--- src/rtl/lsu_defines.svh ---
// ====================
// queue sizes and bus widths for the load/store ordering core
// include wherever a size or width is needed
// ====================
`ifndef LSU_DEFINES_SVH
`define LSU_DEFINES_SVH

// load queue depth
// power of two so head and tail wrap on their own
`define LDQ_SIZE 8

// store queue depth, also a power of two
`define STQ_SIZE 8

// address and store data width
`define XLEN 32

// width of a ROB tag
`define ROB_TAG_WIDTH 6

`endif

--- src/rtl/lsu_pkg.sv ---
// ====================
// shared bus, entry and report types of the load/store ordering core
// ====================
`include "lsu_defines.svh"

package lsu_pkg;

	// one-cycle strobe carrying a ROB tag
	// used for allocate, executed, succeeded and commit
	typedef struct packed {
		logic valid;
		logic [`ROB_TAG_WIDTH-1:0] rob_tag;
	} tag_event_t;

	// address generation result, loads ignore data
	typedef struct packed {
		logic valid;
		logic [`ROB_TAG_WIDTH-1:0] rob_tag;
		logic [`XLEN-1:0] address;
		logic [`XLEN-1:0] data;
	} agu_update_t;

	// one in-flight load
	// store_mask marks the stores that are older than this load
	typedef struct packed {
		logic valid;
		logic address_valid;
		logic executed;
		logic succeeded;
		logic committed;
		logic order_fail;
		logic [`XLEN-1:0] address;
		logic [`ROB_TAG_WIDTH-1:0] rob_tag;
		logic [`STQ_SIZE-1:0] store_mask;
	} ldq_entry_t;

	// life of a store queue entry
	typedef enum logic [1:0] {
		STQ_EMPTY,
		STQ_WAIT_ADDR,
		STQ_READY,
		STQ_COMMITTED
	} stq_state_t;

	typedef struct packed {
		stq_state_t state;
		logic [`ROB_TAG_WIDTH-1:0] rob_tag;
		logic [`XLEN-1:0] address;
		logic [`XLEN-1:0] data;
	} stq_entry_t;

	// a store has just committed, check it against the loads
	typedef struct packed {
		logic valid;
		logic [`XLEN-1:0] address;
		logic [$clog2(`STQ_SIZE)-1:0] stq_index;
	} store_commit_t;

	// committed store leaving for memory
	typedef struct packed {
		logic valid;
		logic [$clog2(`STQ_SIZE)-1:0] stq_index;
		logic [`XLEN-1:0] address;
		logic [`XLEN-1:0] data;
	} store_fire_t;

	// committed load leaving the load queue
	typedef struct packed {
		logic valid;
		logic [`ROB_TAG_WIDTH-1:0] rob_tag;
		logic order_fail;
	} load_retire_t;

endpackage

--- src/rtl/load_queue.sv ---
// ====================
// circular buffer of in-flight loads in program order
// entries update by ROB tag and the committed head retires with its order_fail bit
// ====================
`timescale 1ns/1ps
`include "lsu_defines.svh"

module load_queue (
	input  logic clk,
	input  logic reset,

	// new load from dispatch and the stores that are older than it
	input  lsu_pkg::tag_event_t alloc,
	input  logic [`STQ_SIZE-1:0] alloc_store_mask,

	// address, execution and completion events by ROB tag
	input  lsu_pkg::agu_update_t agu,
	input  lsu_pkg::tag_event_t executed,
	input  lsu_pkg::tag_event_t succeeded,
	input  lsu_pkg::tag_event_t commit,

	// one bit per entry from the order fail checker
	input  logic [`LDQ_SIZE-1:0] order_failures,

	// a store that left the store queue drops out of every mask
	input  logic stq_fired,
	input  logic [$clog2(`STQ_SIZE)-1:0] stq_fired_index,

	output lsu_pkg::ldq_entry_t [`LDQ_SIZE-1:0] entries,
	output logic full,
	output lsu_pkg::load_retire_t retire
);
	import lsu_pkg::*;

	localparam int LDQ_IDX_W = $clog2(`LDQ_SIZE);

	// head is the oldest load and tail the next free slot
	logic [LDQ_IDX_W-1:0] head;
	logic [LDQ_IDX_W-1:0] tail;

	ldq_entry_t head_entry;
	logic head_free;

	// does this event name a live entry
	function automatic logic tag_hit(
		input ldq_entry_t e,
		input logic ev_valid,
		input logic [`ROB_TAG_WIDTH-1:0] ev_tag
	);
		return e.valid && ev_valid && (e.rob_tag == ev_tag);
	endfunction

	assign head_entry = entries[head];
	assign head_free = head_entry.valid && head_entry.committed;

	// tail slot still holds a live load means no room
	assign full = entries[tail].valid;

	always_ff @(posedge clk) begin
		if (!reset) begin
			head <= '0;
			tail <= '0;
			retire.valid <= 1'b0;
			for (int i = 0; i < `LDQ_SIZE; i++) begin
				entries[i].valid <= 1'b0;
				entries[i].address_valid <= 1'b0;
				entries[i].executed <= 1'b0;
				entries[i].succeeded <= 1'b0;
				entries[i].committed <= 1'b0;
				entries[i].order_fail <= 1'b0;
			end
		end else begin
			// every entry compares every bus in the same cycle
			for (int i = 0; i < `LDQ_SIZE; i++) begin
				if (tag_hit(entries[i], agu.valid, agu.rob_tag)) begin
					entries[i].address <= agu.address;
					entries[i].address_valid <= 1'b1;
				end
				if (tag_hit(entries[i], executed.valid, executed.rob_tag)) begin
					entries[i].executed <= 1'b1;
				end
				if (tag_hit(entries[i], succeeded.valid, succeeded.rob_tag)) begin
					entries[i].succeeded <= 1'b1;
				end
				// commit only marks the entry and freeing waits for the head
				if (tag_hit(entries[i], commit.valid, commit.rob_tag)) begin
					entries[i].committed <= 1'b1;
				end
				// order failures are sticky until retire
				entries[i].order_fail <= entries[i].order_fail | order_failures[i];
				if (stq_fired) begin
					entries[i].store_mask[stq_fired_index] <= 1'b0;
				end
			end

			// report the head as it leaves
			// a failure flagged on this very edge still counts
			retire.valid <= head_free;
			retire.rob_tag <= head_entry.rob_tag;
			retire.order_fail <= head_entry.order_fail | order_failures[head];

			// freeing a committed head overrides the per entry updates above
			if (head_free) begin
				entries[head].valid <= 1'b0;
				entries[head].address_valid <= 1'b0;
				entries[head].executed <= 1'b0;
				entries[head].succeeded <= 1'b0;
				entries[head].committed <= 1'b0;
				entries[head].order_fail <= 1'b0;
				head <= head + 1'b1;
			end

			// allocation while full is dropped
			if (alloc.valid && !full) begin
				entries[tail].valid <= 1'b1;
				entries[tail].rob_tag <= alloc.rob_tag;
				entries[tail].store_mask <= alloc_store_mask;
				tail <= tail + 1'b1;
			end
		end
	end

endmodule

--- src/rtl/store_queue.sv ---
// ====================
// circular buffer of in-flight stores in program order
// publishes each commit for ordering checks and writes committed heads to memory
// ====================
`timescale 1ns/1ps
`include "lsu_defines.svh"

module store_queue (
	input  logic clk,
	input  logic reset,

	input  lsu_pkg::tag_event_t alloc,
	input  lsu_pkg::agu_update_t agu,
	input  lsu_pkg::tag_event_t commit,

	// one bit per entry that holds a store
	output logic [`STQ_SIZE-1:0] occupied,
	output logic full,

	output lsu_pkg::store_commit_t store_commit,
	output lsu_pkg::store_fire_t fire
);
	import lsu_pkg::*;

	localparam int STQ_IDX_W = $clog2(`STQ_SIZE);

	stq_entry_t entries [`STQ_SIZE];

	// head is the oldest store, tail the next free slot
	logic [STQ_IDX_W-1:0] head;
	logic [STQ_IDX_W-1:0] tail;
	logic head_done;

	always_comb begin
		for (int i = 0; i < `STQ_SIZE; i++) begin
			occupied[i] = (entries[i].state != STQ_EMPTY);
		end
	end

	assign full = occupied[tail];
	assign head_done = (entries[head].state == STQ_COMMITTED);

	always_ff @(posedge clk) begin
		if (!reset) begin
			head <= '0;
			tail <= '0;
			store_commit.valid <= 1'b0;
			fire.valid <= 1'b0;
			for (int i = 0; i < `STQ_SIZE; i++) begin
				entries[i].state <= STQ_EMPTY;
			end
		end else begin
			// commit event is a one-cycle strobe
			store_commit.valid <= 1'b0;

			for (int i = 0; i < `STQ_SIZE; i++) begin
				case (entries[i].state)
					// address and data arrive together from the AGU
					STQ_WAIT_ADDR: begin
						if (agu.valid && agu.rob_tag == entries[i].rob_tag) begin
							entries[i].address <= agu.address;
							entries[i].data <= agu.data;
							entries[i].state <= STQ_READY;
						end
					end
					// commit from the ROB, tell the checker where this store writes
					STQ_READY: begin
						if (commit.valid && commit.rob_tag == entries[i].rob_tag) begin
							entries[i].state <= STQ_COMMITTED;
							store_commit.valid <= 1'b1;
							store_commit.address <= entries[i].address;
							store_commit.stq_index <= STQ_IDX_W'(i);
						end
					end
					default: begin
					end
				endcase
			end

			// memory always accepts, so a committed head leaves right away
			fire.valid <= head_done;
			fire.stq_index <= head;
			fire.address <= entries[head].address;
			fire.data <= entries[head].data;
			if (head_done) begin
				entries[head].state <= STQ_EMPTY;
				head <= head + 1'b1;
			end

			// allocation while full is dropped
			if (alloc.valid && !full) begin
				entries[tail].state <= STQ_WAIT_ADDR;
				entries[tail].rob_tag <= alloc.rob_tag;
				tail <= tail + 1'b1;
			end
		end
	end

endmodule

--- src/rtl/order_fail_checker.sv ---
// ====================
// flags every load that ran ahead of a committing store to the same word
// purely combinational, load_queue registers the result
// ====================
`timescale 1ns/1ps
`include "lsu_defines.svh"

module order_fail_checker (
	input  lsu_pkg::store_commit_t store_commit,
	input  lsu_pkg::ldq_entry_t [`LDQ_SIZE-1:0] ldq_entries,
	output logic [`LDQ_SIZE-1:0] order_failures
);
	import lsu_pkg::*;

	ldq_entry_t entry;
	logic addr_match;
	logic is_younger;

	always_comb begin
		entry = '0;
		addr_match = 1'b0;
		is_younger = 1'b0;
		for (int i = 0; i < `LDQ_SIZE; i++) begin
			entry = ldq_entries[i];

			// whole word compare, no byte sizes
			addr_match = (entry.address == store_commit.address);

			// the mask bit says the store was in flight when the load
			// was allocated, so the load is younger
			is_younger = entry.store_mask[store_commit.stq_index];

			// load must already have its address and have executed
			order_failures[i] = store_commit.valid
				&& entry.valid
				&& entry.address_valid
				&& entry.executed
				&& addr_match
				&& is_younger;
		end
	end

endmodule

--- src/rtl/lsu_top.sv ---
// ====================
// memory ordering core of the load/store unit
// load queue, store queue and the order fail checker between them
// ====================
`timescale 1ns/1ps
`include "lsu_defines.svh"

module lsu_top (
	input  logic clk,
	input  logic reset,

	// dispatch side
	input  lsu_pkg::tag_event_t ld_alloc,
	input  lsu_pkg::tag_event_t st_alloc,
	output logic ldq_full,
	output logic stq_full,

	// shared AGU bus for loads and stores
	input  lsu_pkg::agu_update_t agu,

	// load progress from the cache side
	input  lsu_pkg::tag_event_t load_executed,
	input  lsu_pkg::tag_event_t load_succeeded,

	// shared ROB commit bus
	input  lsu_pkg::tag_event_t rob_commit,

	output lsu_pkg::store_fire_t store_fire,
	output lsu_pkg::load_retire_t load_retire
);
	import lsu_pkg::*;

	// every store still in the queue is older than a new load
	logic [`STQ_SIZE-1:0] stq_occupied;
	store_commit_t store_commit;
	ldq_entry_t [`LDQ_SIZE-1:0] ldq_entries;
	logic [`LDQ_SIZE-1:0] order_failures;

	load_queue i_load_queue (
		.clk(clk),
		.reset(reset),
		.alloc(ld_alloc),
		.alloc_store_mask(stq_occupied),
		.agu(agu),
		.executed(load_executed),
		.succeeded(load_succeeded),
		.commit(rob_commit),
		.order_failures(order_failures),
		.stq_fired(store_fire.valid),
		.stq_fired_index(store_fire.stq_index),
		.entries(ldq_entries),
		.full(ldq_full),
		.retire(load_retire)
	);

	store_queue i_store_queue (
		.clk(clk),
		.reset(reset),
		.alloc(st_alloc),
		.agu(agu),
		.commit(rob_commit),
		.occupied(stq_occupied),
		.full(stq_full),
		.store_commit(store_commit),
		.fire(store_fire)
	);

	order_fail_checker i_order_fail_checker (
		.store_commit(store_commit),
		.ldq_entries(ldq_entries),
		.order_failures(order_failures)
	);

endmodule

--- config.mk ---
export PLATFORM = sky130hd
export DESIGN_NAME = lsu_top
export DESIGN_NICKNAME = d
export VERILOG_FILES = /design/src/rtl/lsu_pkg.sv /design/src/rtl/load_queue.sv /design/src/rtl/store_queue.sv /design/src/rtl/order_fail_checker.sv /design/src/rtl/lsu_top.sv
export VERILOG_INCLUDE_DIRS = /design/src /design/src/rtl
export SDC_FILE = /design/constraint.sdc
export NUM_CORES = 2
export LEC_CHECK = 0
export BUFFER_PORTS_ARGS = -buffer_cell sky130_fd_sc_hd__buf_2
export CORE_MARGIN = 2
export CORE_UTILIZATION = 56
export CTS_BUF_LIST = sky130_fd_sc_hd__clkbuf_16
export DETAILED_ROUTE_END_ITERATION = 10
export PLACE_DENSITY = 0.78
export SYNTH_ARGS = -nofsm -noshare
export SYNTH_HDL_FRONTEND = slang
export SYNTH_HIERARCHICAL = 1
export SYNTH_SLANG_ARGS = --single-unit
--- constraint.sdc ---
create_clock -name clk -period 6.9 [get_ports clk]
set_input_delay 1.38 -clock clk [delete_from_list [all_inputs] [get_ports clk]]
set_output_delay 1.38 -clock clk [all_outputs]
set_load 0.03 [all_outputs]
-- Word-level counts from Yosys, hierarchy flattened
Memories as Yosys holds them, arrays and structs flattened. A register that Yosys moved wholly into a read port is not among the register bits.
Index checks and enable logic that the tools add are counted.
- flip-flop bits (word level): 540
- RAM bits: 576
- input port bits: 108
- memories: 1
- $add $sub $neg: 4
- magnitude comparators: 8
- eq/ne operators: 73
- muxes and demuxes: 259
- bitwise gates (word level): 34
- reduce and logical (&&, ||, !) cells: 136
- memories (memory ; words ; width ; rd ports ; clocked after memory_dff ; write ports ; RTL line ; RTL):
    i_store_queue.entries ; 8 ; 72 ; 9 ; 1 ; 10 ; store_queue.sv:27 ; stq_entry_t entries [`STQ_SIZE];
- operator list (cell ; number):
    $bwmux W416 ; 9
    $demux W52 S3 ; 9
    $mux W416 ; 3
    $mux W36 ; 18
    $mux W32 ; 16
    $bmux W52 S3 ; 2
    $eq A6 B6 Y1 ; 48
    $eq A32 B32 Y1 ; 8
    $mux W52 ; 4
    $mux W1 ; 146
    $mux W8 ; 17
    $logic_and A1 B1 Y1 ; 126
    $and A8 B8 Y8 ; 8
    $mux W51 ; 1
    $mux W50 ; 1
    $mux W49 ; 1
    $mux W48 ; 1
    $mux W47 ; 1
    $mux W2 ; 16
    $bmux W1 S3 ; 10
    $or A1 B1 Y1 ; 25
    $lt A3 B4 Y1 const B ; 5
    $eq A2 B2 Y1 const B ; 9
    $eq A2 B1 Y1 const B ; 8
    other kinds (8) ; 22

-- Longest topological paths before layout
An unclocked memory read counts as a cell.
- depth in word-level cells: 21
- gate-level depth with buffers: 10

-- Modules after synthesis
The synthesis kept the hierarchy.
- by module, submodules not included (module ; instances ; cells each ; area each (um^2) ; sequential area each (um^2)):
    store_queue ; 1 ; 1756 ; 29330.6 ; 20419.6
    load_queue ; 1 ; 1262 ; 17694.5 ; 12361.9
    order_fail_checker ; 1 ; 460 ; 3838.7 ; 0.0

-- Worst setup path after synthesis
OpenSTA, ideal clock, no wires.
- path kind: input to register
- from: input port agu[64] (netlist name)
- to: memory i_store_queue/entries[5][0] (netlist name) (enable)
- setup time: 0.565 ns
- data arrival time: 6.598 ns
- slack: -0.263 ns
- cell stages on the path: 6
- path buffers: 1
- cell sequence: clkbuf_1 xnor2_1 nand3_1 nor3_1 nand4_1 nor3_1
- RTL lines (element ; RTL line ; RTL):
    from (decl) ; lsu_top.sv:19 ; input lsu_pkg::agu_update_t agu,
    to (decl) ; store_queue.sv:27 ;

-- Worst setup path after layout
- from: input port rob_commit[4] (netlist name)
- to: register, netlist name i_store_queue/store_commit[13]
- word-level cells in the longest chain between the ends: 20
- ends and longest elaborated chain (element ; RTL line ; RTL):
    from (decl) ; lsu_top.sv:26 ; input lsu_pkg::tag_event_t rob_commit,
    $eq A6 B6 Y1 ; store_queue.sv:68 ; if (commit.valid && commit.rob_tag == entries[i].rob_tag) begin
    $logic_and A1 B1 Y1 ; store_queue.sv:68 ;
    $mux W36 ; store_queue.sv:68 ;
    $mux W36 ; store_queue.sv:57 ; case (entries[i].state)
    $mux W36 ; store_queue.sv:68 ;
    $mux W36 ; store_queue.sv:57 ;
    $mux W36 ; store_queue.sv:68 ;
    $mux W36 ; store_queue.sv:57 ;
    (+4 left out) ; - ;
    $mux W36 ; store_queue.sv:57 ;
    $mux W36 ; store_queue.sv:44 ; if (!reset) begin
    $mux W36 ; store_queue.sv:68 ;
    $mux W36 ; store_queue.sv:57 ;
    $mux W36 ; store_queue.sv:68 ;
    $mux W36 ; store_queue.sv:57 ;
    $mux W36 ; store_queue.sv:68 ;
    $mux W36 (*) ; store_queue.sv:57 ;
Every way passes the cells marked *; elsewhere a longest branch is shown, timed or not. The select of a mux whose other input is x is not followed.
A chain may end at the register's enable or synchronous reset.

==> out/metrics.yaml <==
io_pins: 186
initial_utilization_pct: 56.6
clock-skew-final_ns: 0.0500
worst-setup-path-type: "input pin to register"
dp.final_hpwl_um: 78400
syn-cell-area_sq_um: 50100
antenna_found_initial: 11
ant_nets: 0
totalWireLength_um: 131000
cts_tree: "built"
hold_ws_ns: 0.467
grt_setup_unrepaired: "no"
numCtsBuffers: 111
syn_area_per_cell_sq_um: 14.8
setup_slack_ns: 2.82
whs_path_depth: 1
detailedRoute.firstIterationViolations: 3609
grt_max_degree: 109
hp-class: "register to register"
num-fill-cells: 6250
power_density_nw_per_um2: 257
status: "completed"
cts_root_buf: "clkbuf_16"
ir_worst_vdd_uv: 250
gp_congestion: 0.870
grt_pass1_vias: 30100
critical_path.endpoint_type: "register"
via_per_inst: 6.36
crit_arrival_ns: 4.51
wl_per_cell_um: 27.7
fin_crit_sh_pct: 59.1
r2r_cells: 9
pre_cts_ws_ns: 2.28
crit_path_cell_trace: "buf_2, xor2_1, nor4_4, buf_4, nand2_1, buf_4, o21ai_0, nand3_1, o2111ai_1, nand2_1"
multi_input_area_sq_um: 16000
port_buffers: 178
fp.dieW_um: 303
route.vias.total: 30100
fmax_mhz: 245
tns_ns: 0
path_clk_slew_ns: 0.06
holdBufCountCts: 0
nets: 3576
clkLatencyLatePin_ns: 0.72
num_rows: 109
grt_usage_pct: 28.6
overflow: 0
slew_viol_final: 0
hold_violations: 0
core_sq_um: 88500
crit_required_ns: 7.33
die_h_um: 303
cts_resized: 0
slowest_delay_ns: 0.59
cts.sinks: 1111
period_needed_ns: 4.08
yosysWarningCount: 6
post-cts-setup-buffer-count: 0
dr.pass1.iters: 7
synthesis.nets: 3495
drive_gt1_share_pct: 19.0
cts.path.max_buffers: 3
critPathSlowestCell: "buf_2"
finalSetupViolCount: 0
start_kind: "input pin"
area_growth_pct: 10.4
p_leak_uw: 0.0187
seq_area_sq_um: 32600
drc: 0
maxCapViolations: 0
crit_fanout: 31
worst_slew_margin_rel_pct: 14.6
cts.htree.levels: 3
tightest_slew_ns: 1.27
grt_pass1_wl_um: 192000
synth_cells: 3383
design.die.area_sq_um: 91800
-- final timing paths --
check | from | endpoint | slack [ns]
worst max-delay path | rob_commit[4] | i_store_queue/store_commit[13] | 2.82
worst min register to register | i_load_queue/entries[362] | i_load_queue/entries[362] | 0.47
worst max register to register | i_store_queue/entries[4][68] | i_store_queue/store_commit[13] | 3.74
worst min-delay path | i_load_queue/entries[362] | i_load_queue/entries[362] | 0.47
-- layout make-up --
| cell class | instances | share of cell area, % |
|---|---|---|
| Antenna cell | 1 | 0.00452 |
| Inverter | 67 | 0.471 |
| Timing Repair Buffer | 225 | 2.31 |
| Clock buffer | 112 | 5.07 |
| Sequential cell | 1111 | 59.0 |
| Multi-Input combinational cell | 1948 | 29.0 |
| Tap cell | 1165 | 2.64 |
| Clock inverter | 99 | 1.54 |
-- per-layer routing --
metal	share of wire, %	GRT usage, %	wire length [um]	vias to the layer above
li1	-	-	-	12900
met1	37	37.5	48500	15000
met2	48	46.8	63100	1762
met3	11	6.33	14000	382
met4	3.9	11.6	5090	18
met5	0.089	0	116	-
-- flip-flops by register name, summed over array words and instances (netlist names), named ones only --
name                        count
i_store_queue/fire             68
i_store_queue/tail              3
i_load_queue/tail               3
i_store_queue/head              3
i_load_queue/retire             8
i_store_queue/entries         576
i_load_queue/head               3
i_load_queue/entries          408
i_store_queue/store_commit     36
-- worst max-delay path: cells and delay by family --
kind                      cells  cell delay [ns]
AOI/OAI and AO/OA             2             0.25
xor gates and xnor gates      1             0.21
buffers and inverters         3             1.57
and+or+nand+nor               4             1.07
-- report_power, final --
part           total (uW)  leakage [uW]  switching, uW  internal, uW
registers            7570        0.0101            122          7450
clock network        5990       0.00188           2560          3440
logic                 677       0.00672            459           218
-- layout by cell type, fill, tap and decap left out, drive strengths merged, types with 72 or more instances in the layout --
master  count
nor2      100
nand3     157
clkbuf    112
mux4      146
nor4       96
o21ai     154
edfxtp   1037
dfxtp      74
and2       72
xnor2      99
inv        85
nand2     226
buf       225
xor2      400
-- through the flow --
step           util [%]  instance area (sq um)  total power, uW  cells
2_1_floorplan         -                  50100             8070   3383
3_5_place_dp       58.4                  51600             8370   4516
5_1_grt            62.5                  55300            14600   4727
6_report           62.5                  55300            14200   4728
3_3_place_gp       58.4                  51600             8350   4516
4_1_cts            62.5                  55300            14300   4727
No activity file was read; power rests on OpenSTA's default activity.
